[src/logic/id_pkg.sv]
`default_nettype none

package id_pkg;

	// widths fixed by the MIPS ISA
	localparam int XLEN       = 32;
	localparam int REG_ADDR_W = 5;
	localparam int NUM_SRC    = 2;

	// jal writes the return address here
	localparam logic [REG_ADDR_W-1:0] LINK_REG = 5'd31;

	typedef enum logic [5:0] {
		OP_SPECIAL = 6'b000000,
		OP_J       = 6'b000010,
		OP_JAL     = 6'b000011,
		OP_BEQ     = 6'b000100,
		OP_BNE     = 6'b000101,
		OP_ADDI    = 6'b001000,
		OP_ADDIU   = 6'b001001,
		OP_ANDI    = 6'b001100,
		OP_ORI     = 6'b001101,
		OP_XORI    = 6'b001110,
		OP_LUI     = 6'b001111
	} opcode_e;

	typedef enum logic [5:0] {
		FN_SLL  = 6'b000000,
		FN_SRL  = 6'b000010,
		FN_SRA  = 6'b000011,
		FN_ADD  = 6'b100000,
		FN_ADDU = 6'b100001,
		FN_SUB  = 6'b100010,
		FN_SUBU = 6'b100011,
		FN_AND  = 6'b100100,
		FN_OR   = 6'b100101,
		FN_XOR  = 6'b100110,
		FN_NOR  = 6'b100111,
		FN_SLT  = 6'b101010,
		FN_SLTU = 6'b101011
	} funct_e;

	typedef enum logic [4:0] {
		ALU_NOP, ALU_ORI, ALU_ANDI, ALU_XORI, ALU_LUI, ALU_ADDI, ALU_ADDIU,
		ALU_AND, ALU_OR, ALU_XOR, ALU_NOR, ALU_ADD, ALU_ADDU, ALU_SUB, ALU_SUBU,
		ALU_SLT, ALU_SLTU, ALU_SLL, ALU_SRL, ALU_SRA,
		ALU_BEQ, ALU_BNE, ALU_J, ALU_JAL
	} alu_op_e;

	// where operand 2 comes from
	typedef enum logic [1:0] {
		IMM_NONE,
		IMM_ZERO_EXT,
		IMM_SIGN_EXT,
		IMM_UPPER
	} imm_kind_e;

	typedef enum logic [2:0] {
		BR_NONE,
		BR_EQ,
		BR_NE,
		BR_JUMP,
		BR_JUMP_LINK
	} branch_kind_e;

endpackage

`default_nettype wire

[src/logic/branch_unit.sv]
`default_nettype none
`timescale 1ns/1ps

module branch_unit
	import id_pkg::*;
(
	input  logic [XLEN-1:0] pc_i,
	input  logic [XLEN-1:0] inst_i,
	input  branch_kind_e    branch_kind_i,
	input  logic [XLEN-1:0] op1_i,
	input  logic [XLEN-1:0] op2_i,
	output logic            taken_o,
	output logic [XLEN-1:0] target_o,
	output logic [XLEN-1:0] link_addr_o
);

	logic [XLEN-1:0] pc_plus4;
	logic [XLEN-1:0] branch_off;
	logic [XLEN-1:0] branch_target;
	logic [XLEN-1:0] jump_target;

	assign pc_plus4    = pc_i + 32'd4;
	assign link_addr_o = pc_i + 32'd8;

	// word offset, sign-extended
	assign branch_off    = {{14{inst_i[15]}}, inst_i[15:0], 2'b00};
	assign branch_target = pc_plus4 + branch_off;
	// region jump stays inside the current 256 MB segment
	assign jump_target   = {pc_plus4[31:28], inst_i[25:0], 2'b00};

	always_comb begin
		case (branch_kind_i)
			BR_EQ:                 taken_o = (op1_i == op2_i);
			BR_NE:                 taken_o = (op1_i != op2_i);
			BR_JUMP, BR_JUMP_LINK: taken_o = 1'b1;
			default:               taken_o = 1'b0;
		endcase
	end

	assign target_o = (branch_kind_i == BR_JUMP || branch_kind_i == BR_JUMP_LINK) ?
		jump_target : branch_target;

endmodule

`default_nettype wire

[src/logic/id_decoder.sv]
`default_nettype none
`timescale 1ns/1ps

module id_decoder
	import id_pkg::*;
(
	input  logic [XLEN-1:0]       inst_i,
	output alu_op_e               alu_op_o,
	output logic                  read1_o,
	output logic                  read2_o,
	output logic [REG_ADDR_W-1:0] src1_o,
	output logic [REG_ADDR_W-1:0] src2_o,
	output logic [REG_ADDR_W-1:0] wd_o,
	output logic                  wreg_o,
	output imm_kind_e             imm_kind_o,
	output logic                  shift_o,
	output branch_kind_e          branch_kind_o
);

	opcode_e               opcode;
	funct_e                funct;
	logic [REG_ADDR_W-1:0] rs;
	logic [REG_ADDR_W-1:0] rt;
	logic [REG_ADDR_W-1:0] rd;

	assign opcode = opcode_e'(inst_i[31:26]);
	assign funct  = funct_e'(inst_i[5:0]);
	assign rs     = inst_i[25:21];
	assign rt     = inst_i[20:16];
	assign rd     = inst_i[15:11];

	always_comb begin
		alu_op_o      = ALU_NOP;
		read1_o       = 1'b0;
		read2_o       = 1'b0;
		wd_o          = '0;
		wreg_o        = 1'b0;
		imm_kind_o    = IMM_NONE;
		shift_o       = 1'b0;
		branch_kind_o = BR_NONE;
		case (opcode)
			OP_ORI, OP_ANDI, OP_XORI: begin
				alu_op_o   = (opcode == OP_ORI) ? ALU_ORI :
					(opcode == OP_ANDI) ? ALU_ANDI : ALU_XORI;
				read1_o    = 1'b1;
				imm_kind_o = IMM_ZERO_EXT;
				wd_o       = rt;
				wreg_o     = 1'b1;
			end
			OP_ADDI, OP_ADDIU: begin
				alu_op_o   = (opcode == OP_ADDI) ? ALU_ADDI : ALU_ADDIU;
				read1_o    = 1'b1;
				imm_kind_o = IMM_SIGN_EXT;
				wd_o       = rt;
				wreg_o     = 1'b1;
			end
			OP_LUI: begin
				// rs field is unused, operand 1 stays zero
				alu_op_o   = ALU_LUI;
				imm_kind_o = IMM_UPPER;
				wd_o       = rt;
				wreg_o     = 1'b1;
			end
			OP_BEQ, OP_BNE: begin
				alu_op_o      = (opcode == OP_BEQ) ? ALU_BEQ : ALU_BNE;
				read1_o       = 1'b1;
				read2_o       = 1'b1;
				branch_kind_o = (opcode == OP_BEQ) ? BR_EQ : BR_NE;
			end
			OP_J: begin
				alu_op_o      = ALU_J;
				branch_kind_o = BR_JUMP;
			end
			OP_JAL: begin
				alu_op_o      = ALU_JAL;
				branch_kind_o = BR_JUMP_LINK;
				wd_o          = LINK_REG;
				wreg_o        = 1'b1;
			end
			OP_SPECIAL: begin
				case (funct)
					FN_AND:  alu_op_o = ALU_AND;
					FN_OR:   alu_op_o = ALU_OR;
					FN_XOR:  alu_op_o = ALU_XOR;
					FN_NOR:  alu_op_o = ALU_NOR;
					FN_ADD:  alu_op_o = ALU_ADD;
					FN_ADDU: alu_op_o = ALU_ADDU;
					FN_SUB:  alu_op_o = ALU_SUB;
					FN_SUBU: alu_op_o = ALU_SUBU;
					FN_SLT:  alu_op_o = ALU_SLT;
					FN_SLTU: alu_op_o = ALU_SLTU;
					FN_SLL:  alu_op_o = ALU_SLL;
					FN_SRL:  alu_op_o = ALU_SRL;
					FN_SRA:  alu_op_o = ALU_SRA;
					default: alu_op_o = ALU_NOP;
				endcase
				// the all-zero word is the canonical nop, not sll
				if (inst_i == '0) begin
					alu_op_o = ALU_NOP;
				end
				if (alu_op_o != ALU_NOP) begin
					shift_o = funct inside {FN_SLL, FN_SRL, FN_SRA};
					read1_o = !shift_o;
					read2_o = 1'b1;
					wd_o    = rd;
					wreg_o  = 1'b1;
				end
			end
			default: begin
				// unsupported encodings fall through as nop
			end
		endcase
		src1_o = read1_o ? rs : '0;
		src2_o = read2_o ? rt : '0;
	end

endmodule

`default_nettype wire

[src/logic/id_issue_reg.sv]
`default_nettype none
`timescale 1ns/1ps

module id_issue_reg
	import id_pkg::*;
(
	input  logic                  clk,
	input  logic                  reset_i,
	input  logic                  valid_i,
	input  logic [XLEN-1:0]       inst_i,
	input  alu_op_e               alu_op_i,
	input  imm_kind_e             imm_kind_i,
	input  logic                  shift_i,
	input  logic [XLEN-1:0]       fwd1_i,
	input  logic [XLEN-1:0]       fwd2_i,
	input  logic [REG_ADDR_W-1:0] wd_i,
	input  logic                  wreg_i,
	input  logic                  taken_i,
	input  logic [XLEN-1:0]       target_i,
	input  logic [XLEN-1:0]       link_addr_i,
	output logic                  valid_o,
	output alu_op_e               alu_op_o,
	output logic [XLEN-1:0]       op1_o,
	output logic [XLEN-1:0]       op2_o,
	output logic [REG_ADDR_W-1:0] wd_o,
	output logic                  wreg_o,
	output logic                  branch_flag_o,
	output logic [XLEN-1:0]       branch_target_o
);

	logic [XLEN-1:0] op1;
	logic [XLEN-1:0] op2;

	// shift amount wins over link address
	always_comb begin
		if (shift_i) begin
			op1 = {27'b0, inst_i[10:6]};
		end else if (alu_op_i == ALU_JAL) begin
			op1 = link_addr_i;
		end else begin
			op1 = fwd1_i;
		end
	end

	always_comb begin
		case (imm_kind_i)
			IMM_ZERO_EXT: op2 = {16'b0, inst_i[15:0]};
			IMM_SIGN_EXT: op2 = {{16{inst_i[15]}}, inst_i[15:0]};
			IMM_UPPER:    op2 = {inst_i[15:0], 16'b0};
			default:      op2 = fwd2_i;
		endcase
	end

	// control bits
	always_ff @(posedge clk) begin
		if (reset_i) begin
			valid_o       <= 1'b0;
			wreg_o        <= 1'b0;
			branch_flag_o <= 1'b0;
		end else begin
			valid_o       <= valid_i;
			wreg_o        <= valid_i & wreg_i;
			branch_flag_o <= valid_i & taken_i;
		end
	end

	// payload only moves with a valid instruction
	always_ff @(posedge clk) begin
		if (valid_i) begin
			alu_op_o        <= alu_op_i;
			op1_o           <= op1;
			op2_o           <= op2;
			wd_o            <= wd_i;
			branch_target_o <= target_i;
		end
	end

endmodule

`default_nettype wire

[src/logic/id_stage.sv]
`default_nettype none
`timescale 1ns/1ps

module id_stage
	import id_pkg::*;
(
	input  logic                  clk,
	input  logic                  reset_i,
	input  logic                  valid_i,
	input  logic [XLEN-1:0]       pc_i,
	input  logic [XLEN-1:0]       inst_i,
	input  logic                  ex_wreg_i,
	input  logic [REG_ADDR_W-1:0] ex_wd_i,
	input  logic [XLEN-1:0]       ex_wdata_i,
	input  logic                  mem_wreg_i,
	input  logic [REG_ADDR_W-1:0] mem_wd_i,
	input  logic [XLEN-1:0]       mem_wdata_i,
	input  logic [XLEN-1:0]       rf_data1_i,
	input  logic [XLEN-1:0]       rf_data2_i,
	output logic                  rf_read1_o,
	output logic [REG_ADDR_W-1:0] rf_addr1_o,
	output logic                  rf_read2_o,
	output logic [REG_ADDR_W-1:0] rf_addr2_o,
	output logic                  valid_o,
	output alu_op_e               alu_op_o,
	output logic [XLEN-1:0]       op1_o,
	output logic [XLEN-1:0]       op2_o,
	output logic [REG_ADDR_W-1:0] wd_o,
	output logic                  wreg_o,
	output logic                  branch_flag_o,
	output logic [XLEN-1:0]       branch_target_o
);

	alu_op_e               dec_alu_op;
	logic [REG_ADDR_W-1:0] dec_wd;
	logic                  dec_wreg;
	imm_kind_e             dec_imm_kind;
	logic                  dec_shift;
	branch_kind_e          dec_branch_kind;
	logic                  src_read [NUM_SRC];
	logic [REG_ADDR_W-1:0] src_addr [NUM_SRC];
	logic [XLEN-1:0]       src_rf   [NUM_SRC];
	logic [XLEN-1:0]       src_fwd  [NUM_SRC];
	logic                  br_taken;
	logic [XLEN-1:0]       br_target;
	logic [XLEN-1:0]       link_addr;

	id_decoder u_decoder (
		.inst_i        (inst_i),
		.alu_op_o      (dec_alu_op),
		.read1_o       (src_read[0]),
		.read2_o       (src_read[1]),
		.src1_o        (src_addr[0]),
		.src2_o        (src_addr[1]),
		.wd_o          (dec_wd),
		.wreg_o        (dec_wreg),
		.imm_kind_o    (dec_imm_kind),
		.shift_o       (dec_shift),
		.branch_kind_o (dec_branch_kind)
	);

	// register file answers in the same cycle
	assign rf_read1_o = src_read[0];
	assign rf_addr1_o = src_addr[0];
	assign rf_read2_o = src_read[1];
	assign rf_addr2_o = src_addr[1];
	assign src_rf[0]  = rf_data1_i;
	assign src_rf[1]  = rf_data2_i;

	for (genvar i = 0; i < NUM_SRC; i++) begin : g_fwd
		operand_forward u_fwd (
			.read_i      (src_read[i]),
			.src_i       (src_addr[i]),
			.rf_data_i   (src_rf[i]),
			.ex_wreg_i   (ex_wreg_i),
			.ex_wd_i     (ex_wd_i),
			.ex_wdata_i  (ex_wdata_i),
			.mem_wreg_i  (mem_wreg_i),
			.mem_wd_i    (mem_wd_i),
			.mem_wdata_i (mem_wdata_i),
			.value_o     (src_fwd[i])
		);
	end

	// branches compare the bypassed operands
	branch_unit u_branch (
		.pc_i          (pc_i),
		.inst_i        (inst_i),
		.branch_kind_i (dec_branch_kind),
		.op1_i         (src_fwd[0]),
		.op2_i         (src_fwd[1]),
		.taken_o       (br_taken),
		.target_o      (br_target),
		.link_addr_o   (link_addr)
	);

	id_issue_reg u_issue (
		.clk             (clk),
		.reset_i         (reset_i),
		.valid_i         (valid_i),
		.inst_i          (inst_i),
		.alu_op_i        (dec_alu_op),
		.imm_kind_i      (dec_imm_kind),
		.shift_i         (dec_shift),
		.fwd1_i          (src_fwd[0]),
		.fwd2_i          (src_fwd[1]),
		.wd_i            (dec_wd),
		.wreg_i          (dec_wreg),
		.taken_i         (br_taken),
		.target_i        (br_target),
		.link_addr_i     (link_addr),
		.valid_o         (valid_o),
		.alu_op_o        (alu_op_o),
		.op1_o           (op1_o),
		.op2_o           (op2_o),
		.wd_o            (wd_o),
		.wreg_o          (wreg_o),
		.branch_flag_o   (branch_flag_o),
		.branch_target_o (branch_target_o)
	);

endmodule

`default_nettype wire

[src/logic/operand_forward.sv]
`default_nettype none
`timescale 1ns/1ps

module operand_forward
	import id_pkg::*;
(
	input  logic                  read_i,
	input  logic [REG_ADDR_W-1:0] src_i,
	input  logic [XLEN-1:0]       rf_data_i,
	input  logic                  ex_wreg_i,
	input  logic [REG_ADDR_W-1:0] ex_wd_i,
	input  logic [XLEN-1:0]       ex_wdata_i,
	input  logic                  mem_wreg_i,
	input  logic [REG_ADDR_W-1:0] mem_wd_i,
	input  logic [XLEN-1:0]       mem_wdata_i,
	output logic [XLEN-1:0]       value_o
);

	always_comb begin
		if (!read_i || src_i == '0) begin
			// $zero never takes a bypass
			value_o = '0;
		end else if (ex_wreg_i && ex_wd_i == src_i) begin
			value_o = ex_wdata_i;
		end else if (mem_wreg_i && mem_wd_i == src_i) begin
			// older result, only if ex has nothing newer
			value_o = mem_wdata_i;
		end else begin
			value_o = rf_data_i;
		end
	end

endmodule

`default_nettype wire

[config.mk]
export PLATFORM = sky130hd
export DESIGN_NAME = id_stage
export DESIGN_NICKNAME = d
export VERILOG_FILES = /design/src/logic/id_pkg.sv /design/src/logic/branch_unit.sv /design/src/logic/id_decoder.sv /design/src/logic/id_issue_reg.sv /design/src/logic/id_stage.sv /design/src/logic/operand_forward.sv
export SDC_FILE = /design/constraint.sdc
export NUM_CORES = 1
export LEC_CHECK = 0
export BUFFER_PORTS_ARGS = -buffer_cell sky130_fd_sc_hd__clkbuf_2
export CAP_MARGIN = 20
export CELL_PAD_IN_SITES_DETAIL_PLACEMENT = 1
export CELL_PAD_IN_SITES_GLOBAL_PLACEMENT = 2
export CORE_MARGIN = 1.5
export CORE_UTILIZATION = 30
export DETAILED_ROUTE_END_ITERATION = 10
export PLACE_DENSITY = 0.9
export SYNTH_ARGS = -nofsm -noshare
export SYNTH_HDL_FRONTEND = slang
export SYNTH_SLANG_ARGS = --single-unit
[constraint.sdc]
create_clock -name clk -period 5.8 [get_ports clk]
set_input_delay 0.58 -clock clk [delete_from_list [all_inputs] [get_ports clk]]
set_output_delay 0.58 -clock clk [all_outputs]
set_load 0.02 [all_outputs]
# ---- Word level (Yosys, flattened, before mapping)
# Memory sizes are Yosys's and may differ from the RTL's.
# Index checks and enable logic that the tools add are counted.
# Widths: inputs -> output; s select.
dict set report totals {
  romBits 320
  output_inout_bits 121
  reg_bits 109
  input_bits 207
  memories 1
}
# name words width read_ports rd_clocked_by_memory_dff wr line
set memory_table {}
lappend memory_table {{(no name shown)} 64 5 1 0 0 id_decoder.sv:81} ;# case (funct)
dict set report op_classes {
  bitwise_logic 2
  eq_ne 26
  n_reduce_logical 24
  n_addsub 3
  muxes 32
}
# op count
set op_table {}
lappend op_table {{$mux 32} 8}
lappend op_table {{$pmux 32 s3} 1}
lappend op_table {{$eq 6x4->1 const B} 6}
lappend op_table {{$mux 5} 7}
lappend op_table {{$pmux 5 s7} 1}
lappend op_table {{$add 32x3->32 const B} 1}
lappend op_table {{$add 32x32->32} 1}
lappend op_table {{$add 32x4->32 const B} 1}
lappend op_table {{$eq 32x32->1} 1}
lappend op_table {{$logic_not 32->1} 1}
lappend op_table {{$ne 32x32->1} 1}
lappend op_table {{$eq 6x2->1 const B} 4}
lappend op_table {{$eq 5x5->1} 4}
lappend op_table {{$pmux 5 s3} 1}
lappend op_table {{$reduce_or 7->1} 2}
lappend op_table {{$eq 6x3->1 const B} 2}
lappend op_table {{$logic_not 6->1} 2}
lappend op_table {{$logic_not 5->1} 2}
lappend op_table {{$pmux 3 s3} 1}
lappend op_table {{$eq 3x2->1 const B} 2}
lappend op_table {{$mux 1} 6}
lappend op_table {{$pmux 1 s2} 3}
lappend op_table {{$pmux 2 s3} 1}
lappend op_table {{$reduce_or 2->1} 3}
lappend op_table {{15 further kinds} 25}

# ---- Depth between registers and ports, before layout
# Gate-level depths: netlist (run 1).
dict set report depth {
  depth_word 15
  ltp_mapped 23
  depth_no_buf 22
}

# ---- Hierarchy
# Synthesis (run 1) repeated with hierarchy kept, for this count alone.
dict set report hier_totals {
  hier_cells 1297
  area_unflattened_um2 11253.3
}
# mod cells_each area_per_inst_um2 n_inst
set by_module_without_submodules {}
lappend by_module_without_submodules {id_issue_reg 347 4553.1 1}
lappend by_module_without_submodules {branch_unit 478 3284.4 1}
lappend by_module_without_submodules {operand_forward 176 1315.0 2}
lappend by_module_without_submodules {id_decoder 120 785.8 1}

# ---- Worst setup path before layout (run 1)
# OpenSTA, ideal clock, no wires.
dict set report synth_timing {
  path_kind {input to register}
  start {input port pc_i[3]}
  end {register u_issue.branch_target_o[28] (data pin)}
  stages 20
  setup_slack_ns 1.223
  setup_time_ns 0.260
  arrival_time_ns 4.317
  n_path_buf 1
  cell_sequence {ha_1 -> and3_1 -> and3_1 -> clkbuf_1 -> nand2_1 -> nor2_1 -> and3_1 -> and3_1 -> and3_1 -> nand2_1 -> xnor2_1 -> ha_1 -> or2_2 -> a21oi_1 -> o31ai_1 -> o41ai_1 -> o21bai_1 -> a21oi_1 -> xnor2_1 -> mux2_2}
}
dict set report synth_via {
  elab_chain_cells 3
}
# item line
set synth_lines {}
lappend synth_lines {{start, declared} id_stage.sv:10} ;# input logic [XLEN-1:0] pc_i,
lappend synth_lines {{$add 32x3->32 *} branch_unit.sv:22} ;# assign pc_plus4 = pc_i + 32'd4;
lappend synth_lines {{$add 32x32->32} branch_unit.sv:27} ;# assign branch_target = pc_plus4 + branch_off;
lappend synth_lines {{$mux 32 *} branch_unit.sv:40} ;# assign target_o = (branch_kind_i == BR_JUMP || branch_kind_i == BR_JUMP_LINK) ?
lappend synth_lines {{via br_target[28]} id_stage.sv:45} ;# logic [XLEN-1:0] br_target;
lappend synth_lines {{end signal, assigned} id_issue_reg.sv:74} ;# branch_target_o <= target_i;
lappend synth_lines {{end, declared} id_issue_reg.sv:28} ;# output logic [XLEN-1:0] branch_target_o
# The timed path passes the listed nets; every way through them passes the cells marked *.
# A chain may end at the register's enable or synchronous reset.

# ---- Worst setup path in the final report (run 1)
dict set report layout_timing {
  start {input port inst_i[1]}
  end {register u_issue.branch_flag_o}
}
dict set report layout_via {
  elab_chain_cells 15
  elab_cells_between_ends 40
  cone_classes {eq/ne: 8; mux: 15; bitwise: 1; reduce/logical: 15; memory: 1}
}
# item line
set layout_lines {}
lappend layout_lines {{start, declared} id_stage.sv:11} ;# input logic [XLEN-1:0] inst_i,
lappend layout_lines {{$mem_v2 64x5 / $logic_not 32->1 (equally long branches)} --}
lappend layout_lines {{$mux 5} id_decoder.sv:98} ;# if (inst_i == '0) begin
lappend layout_lines {{$mux 5} id_decoder.sv:41} ;# case (opcode)
lappend layout_lines {{$reduce_bool 5->1} id_decoder.sv:101} ;# if (alu_op_o != ALU_NOP) begin
lappend layout_lines {{$mux 1} id_decoder.sv:101}
lappend layout_lines {{$pmux 1 s2} id_decoder.sv:41}
lappend layout_lines {{$mux 5 (on tied branches)} {id_decoder.sv:113, id_decoder.sv:114}}
lappend layout_lines {{$eq 5x5->1} operand_forward.sv:25} ;# end else if (mem_wreg_i && mem_wd_i == src_i) begin
lappend layout_lines {{$logic_and 1x1->1} operand_forward.sv:25}
lappend layout_lines {{$mux 32} operand_forward.sv:25}
lappend layout_lines {{$mux 32} operand_forward.sv:23} ;# end else if (ex_wreg_i && ex_wd_i == src_i) begin
lappend layout_lines {{$mux 32} operand_forward.sv:20} ;# if (!read_i || src_i == '0) begin
lappend layout_lines {{$ne 32x32->1 / $eq 32x32->1 (equally long branches)} {branch_unit.sv:34, branch_unit.sv:33}}
lappend layout_lines {{$pmux 1 s3 *} branch_unit.sv:32} ;# case (branch_kind_i)
lappend layout_lines {{$and 1x1->1 *} id_issue_reg.sv:63} ;# branch_flag_o <= valid_i & taken_i;
lappend layout_lines {{end signal, assigned} id_issue_reg.sv:63}
lappend layout_lines {{end, declared} id_issue_reg.sv:27} ;# output logic branch_flag_o,
# Every way passes the cells marked *; elsewhere a longest branch is shown, timed or not. The select of a mux whose other input is x is not followed.

==> impl_metrics.toml, run 1 <==
[outcome]
outcome = "completed"

[die]
dieArea_um2 = 34530
fp.dieW_um = 185.8
pin_count = 328
coreArea_um2 = 32700
initial_core_util = 0.3066
dieHeight_um = 185.8
rows = 66

[logic_synthesis]
synth-simple-area-share = 0.2110
yosysWarnings = 0
synth_area_per_cell_um2 = 8.680
ys_ff_latch = 109
yosys.area_share.adder = 0.04692
async_flop_share = 0
syn_inst = 1155
ys_types = 71
seq_area_frac_synth = 0.3235
synth-compound-area-share = 0.2653
netlist_area_um2 = 10030
synthMuxAreaShare = 0.004493
synth_enable_flop_cells = 106
syn_nets = 1399
synth_top_family_by_area = "compound AO/OA/AOI/OAI gates"
synth_xor_area_frac = 0.1057
synth-main-ff-cell = "edfxtp_1"

[clocking]
clock_sinks = 109
cts.repair.resized = 0
h-tree-depth = 3
root_buffer = "clkbuf_16"
postCtsSetupBuffers = 0
cts_inserted_buffers = 9
cts.path.max_buffers = 2
cts_tree = "yes"
hold_buffers = 0
clk_pin_slew_ns = 0.09

[global_routing]
globalRouteOverflowTotal = 0
grt_use_met3 = 0.04070
grt_use_total = 0.2708
grt_use_met1 = 0.3594
met2_usage = 0.4351
grt_max_degree = 65
grt_pass1_vias = 10670
antenna_found_initial = 1
busiest_layer = "met2"
grt_pass1_wl_um = 68370

[timing]
hold_viol_final = 0
worst_pin_slew_ns = 0.9337
tns_ns = 0
fin_crit_sh = 0.9032
maxSlewViolCount = 0
finalSetupViolCount = 0
rsz0062_at_grt = "false"
period_needed_ns = 5.239
fmax_mhz = 190.9
max_slew_margin = 0.3718

[cells_and_area]
nNetsFinal = 1681
fillers = 3929
drive_gt1_frac = 0.2843
area_growth_pct = 24.17
multi_input_area_um2 = 6374
seqCellArea_um2 = 3243
post-route-util = 0.3807
design_area_um2 = 12450
instances_no_fill = 1885

[critical_path]
worst-path-stages = 17
path_max_fanout = 64
critPathKind = "primary input to flip-flop"
slowest_delay_ns = 0.62
worstSetupEndpointType = "flip-flop"
worstPathRequired_ns = 6.07
crit_family = "compound AO/OA/AOI/OAI gates"
cp.arrival_ns = 5.51
slowest_stage = "nor3b_1"
critPathBufInv = 3
cp-start-kind = "primary input"
cp_cell_sequence = "clkbuf_2, inv_1, ha_1, nor2b_1, o21ai_0, nor3b_1, o31a_1, nand3_1, a222oi_1, buf_12, a22oi_1, a211oi_1, xnor2_1, nand4_1, nor4_2, a21oi_1, nand3b_1"

[routing]
vias = 10610
vias_per_cell = 5.631
ant_nets = 0
drc = 0
dr.pass1.iters = 5
wl_per_cell_um = 25.09
routed_wl_um = 47290
drt_iter0_markers = 935

[min_path]
hold_class = "primary input to flip-flop"
worstHoldPathCells = 2

[run]
cap_violations = 0

[power]
p_leak_nw = 5.523
vdd_ir_drop_max_mv = 0.1113
power_density_nw_per_um2 = 192.9
power.total_mw = 2.402

[place]
place_congestion = 0.9331
hpwl_um = 37670
dpl.cell_count = 1866
portBuffers = 327
placed_area_um2 = 12110
-- power breakdown --
group | switching [mW] | internal, mW | leakage, nW
clock network | 0.338 | 0.303 | 0.141
registers | 0.0310 | 0.953 | 1.04
logic | 0.496 | 0.280 | 4.34
total | 0.866 | 1.54 | 5.52
-- layout by cell type, fill, tap and decap left out, drive strengths merged, types with 4 or more instances in the layout --
cell type,Yosys,routed
clkbuf,56,335
nand2,120,120
edfxtp,106,106
xnor2,87,87
nor2,67,67
o21ai,63,63
a21o,48,48
a21oi,44,44
nor3,42,42
and2,40,40
a211oi,38,38
a31oi,37,37
ha,36,36
nand3,36,36
xor2,34,34
a22oi,33,33
a21bo,32,32
buf,29,30
and3,21,21
nand4,19,19
inv,17,19
a211o,17,17
o31ai,11,11
nor2b,10,10
a221o,9,9
or3,8,8
nand2b,7,7
o21bai,7,7
o21a,6,6
or4,6,6
or2,6,6
nor4,6,6
nor3b,5,5
mux2,4,4
o41ai,4,4
nor4bb,4,4
clkinv,0,4
-- state kept, by name, indices dropped and copies added (netlist names) --
signal and flops:
u_issue.branch_target_o 32, u_issue.op1_o 32, u_issue.op2_o 32, u_issue.alu_op_o 5, u_issue.wd_o 5, u_issue.branch_flag_o 1
u_issue.valid_o 1, u_issue.wreg_o 1
-- Yosys cell counts (all sizes together) (34+ instances only) --
| cell | count | area, um2 |
|---|---|---|
| a211oi | 38 | 285.3 |
| a21o | 48 | 360.4 |
| a21oi | 44 | 220.2 |
| a31oi | 37 | 231.5 |
| and2 | 40 | 250.2 |
| clkbuf | 56 | 210.2 |
| edfxtp | 106 | 3183 |
| ha | 36 | 450.4 |
| nand2 | 120 | 450.4 |
| nand3 | 36 | 185.2 |
| nor2 | 67 | 251.5 |
| nor3 | 42 | 210.2 |
| o21ai | 63 | 315.3 |
| xnor2 | 87 | 762.0 |
| xor2 | 34 | 297.8 |
-- area by class of cell --
type,count,share of cell area
Sequential cell,109,0.2605
Clock inverter,7,0.005628
Timing Repair Buffer,356,0.1541
Multi-Input combinational cell,944,0.5120
Inverter,17,0.005126
Antenna cell,1,0.0002010
Tap cell,442,0.04442
Clock buffer,9,0.01809
-- logic make-up after synthesis --
logic type	count (synthesis)
simple gates	410
compound gates	372
xor+xnor	121
flops	109
buf+inv	102
fa+ha+maj	37
mux	4
-- per-layer routing --
metal	vias to the layer above	share of wire	wire (um)
met5	-	0	0
met3	81	0.075	3523
met1	5142	0.43	20150
met2	513	0.46	21620
li1	4878	-	-
met4	0	0.042	1993
-- through the flow --
step / worst slack [ns] / hold slack, ns
finish: 0.5614 / 0.5376
global route: 0.2703 / 0.5320
CTS: 0.6755 / 0.5184
detailed placement: 0.3141 / 0.9035
global placement: 0.5025 / 0.9055
floorplan: 1.223 / 0.6925
-- worst paths after layout --
| check | start | to | slack [ns] |
|---|---|---|---|
| min | reset_i | u_issue.valid_o$_SDFF_PP0_ | 0.54 |
| max | inst_i[1] | u_issue.branch_flag_o$_SDFF_PP0_ | 0.56 |
(Power assumes the default switching activity.)
==> run 2: changes to the inputs <==
Settings changed: ABC_AREA set to 1, CORE_UTILIZATION 30 to 28, PLACE_DENSITY 0.9 to 0.91.
==> impl_metrics.toml, run 2 <==
[outcome]
outcome = "completed"

[cells_and_area]
area_growth_pct = 22.78
fillers = 4575
drive_gt1_frac = 0.2328
instances_no_fill = 2201
final_common_cell = "nand2_1"
final_cell_mix = "380 x nand2_1, 326 x clkbuf_2, 201 x nor2_1, 125 x inv_1, 117 x nand3_1"
antennaDiodeCount = 0
multi_input_area_um2 = 5941
seqCellArea_um2 = 3243
nNetsFinal = 1979
top_regs = "u_issue.branch_target_o (32), u_issue.op1_o (32), u_issue.op2_o (32)"

[logic_synthesis]
yosysWarnings = 0
synth_enable_flop_cells = 106
synth_area_leader_cell = "edfxtp_1"
synthTopCellsByCount = "380 x nand2_1, 202 x nor2_1, 125 x inv_1"
ys_ff_latch = 109
synthTopCellsByArea = "edfxtp_1 32%, nand2_1 14%, nor2_1 7.6%"
ys_types = 46
synth-main-ff-cell = "edfxtp_1"
seq_area_frac_synth = 0.3231
yosysTopAreaCellShare = 0.3171
async_flop_share = 0
netlist_area_um2 = 10040
synth.most_common_cell = "nand2_1"
synth_area_per_cell_um2 = 6.981
syn_nets = 1682
syn_inst = 1438

[power]
power.total_mw = 2.490
vdd_ir_drop_max_mv = 0.1312
internal-power_mw = 1.538
switching_power_uw = 952.3
p_leak_nw = 6.049
switching_share = 0.3825
combPwrFrac = 0.337
power_density_nw_per_um2 = 202.0
p_seq_frac = 0.399
p_clk_frac = 0.264

[timing]
tns_ns = 0
maxSlewViolCount = 0
finalSetupViolCount = 0
worst_hold_slack_ns = 0.4418
hold_viol_final = 0
worst_pin_slew_ns = 0.9705
rsz0062_at_grt = "false"
period_needed_ns = 4.666
fin_crit_sh = 0.8045
max_slew_margin = 0.3523
fmax_mhz = 214.3

[critical_path]
worstSetupEndpointType = "flip-flop"
critPathKind = "primary input to flip-flop"
cp-start-kind = "primary input"
slowest_stage = "nand3_4"
crit_top_cell = "nand2_1"
slowest_delay_ns = 0.52
path_max_fanout = 51
crit_family = "simple AND/OR/NAND/NOR gates"
critPathBufInv = 5
cp.arrival_ns = 4.93
worstPathRequired_ns = 6.06

[global_routing]
grt_pass1_vias = 11560
antenna_found_initial = 4
grt_pass1_wl_um = 70680
grt_use_total = 0.2596
globalRouteOverflowTotal = 0
grt_max_degree = 69

[clocking]
cts_inserted_buffers = 9
cts.path.max_buffers = 2
cts.repair.resized = 0
root_buffer = "clkbuf_16"
postCtsSetupBuffers = 0
hold_buffers = 0
h-tree-depth = 3
clk_pin_slew_ns = 0.08
clock_sinks = 109
cts_tree = "yes"

[die]
rows = 69
pin_count = 328
coreArea_um2 = 35400
initial_core_util = 0.2836
dieHeight_um = 192.3
dieArea_um2 = 37000
fp.dieW_um = 192.3

[run]
cap_violations = 0

[routing]
ant_nets = 0
vias_per_cell = 5.217
wl_per_cell_um = 22.23
dr.pass1.iters = 5
drt_iter0_markers = 735
routed_wl_um = 48930
vias = 11480
drc = 0

[min_path]
hold_class = "primary input to flip-flop"

[place]
portBuffers = 327
dpl.cell_count = 2185
place_congestion = 0.9119
hpwl_um = 40500
==> run 2: layout make-up <==
type                            instances  area share
Clock buffer                            9     0.01827
Sequential cell                       109      0.2631
Clock inverter                          7    0.006294
Timing Repair Buffer                  344      0.1433
Multi-Input combinational cell       1139      0.4820
Tap cell                              461     0.04680
Inverter                              132     0.04020
==> run 2: kinds of logic (layout without fill, tap and decap cells) <==
logic type,count (synthesis),count (layout),synth area share
buf+inv,190,492,0.08538
fa+ha+maj,37,37,0.04687
flops,109,109,0.3231
simple gates,848,848,0.3784
xor+xnor,79,79,0.06893
compound gates,175,175,0.09735
==> run 2: power groups by stage <==
stage,Combinational (mW),Sequential [mW],Clock [mW]
floorplan,0.371,1.11,0
global placement,0.822,1.01,0
detailed placement,0.835,1.01,0
CTS,0.839,0.995,0.677
global route,0.911,1.00,0.700
finish,0.838,0.993,0.658
==> run 2: final timing paths <==
| check | from | to | slack (ns) | cells after the start |
|---|---|---|---|---|
| setup / recovery | inst_i[0] | u_issue.branch_flag_o$_SDFF_PP0_ | 1.13 | 33 |
| hold / removal | reset_i | u_issue.wreg_o$_SDFF_PP0_ | 0.44 | 2 |
==> run 2: per-layer routing <==
metal  vias up  routed length, um  track usage
li1       5444                  -            -
met1      5560              20700       0.3309
met2       420              23700       0.4514
met3        55               3112      0.03528
met4         4               1402      0.08140
met5         -                 22            0
==> run 2: stage by stage <==
stage	area, um2	worst slack [ns]	utilization
after floorplan	10040	1.818	-
after global placement	12020	0.8667	0.3397
after detailed placement	12020	0.7960	0.3397
after global routing	12330	0.7092	0.3482
final	12330	1.134	0.3482
after CTS	12330	1.146	0.3482
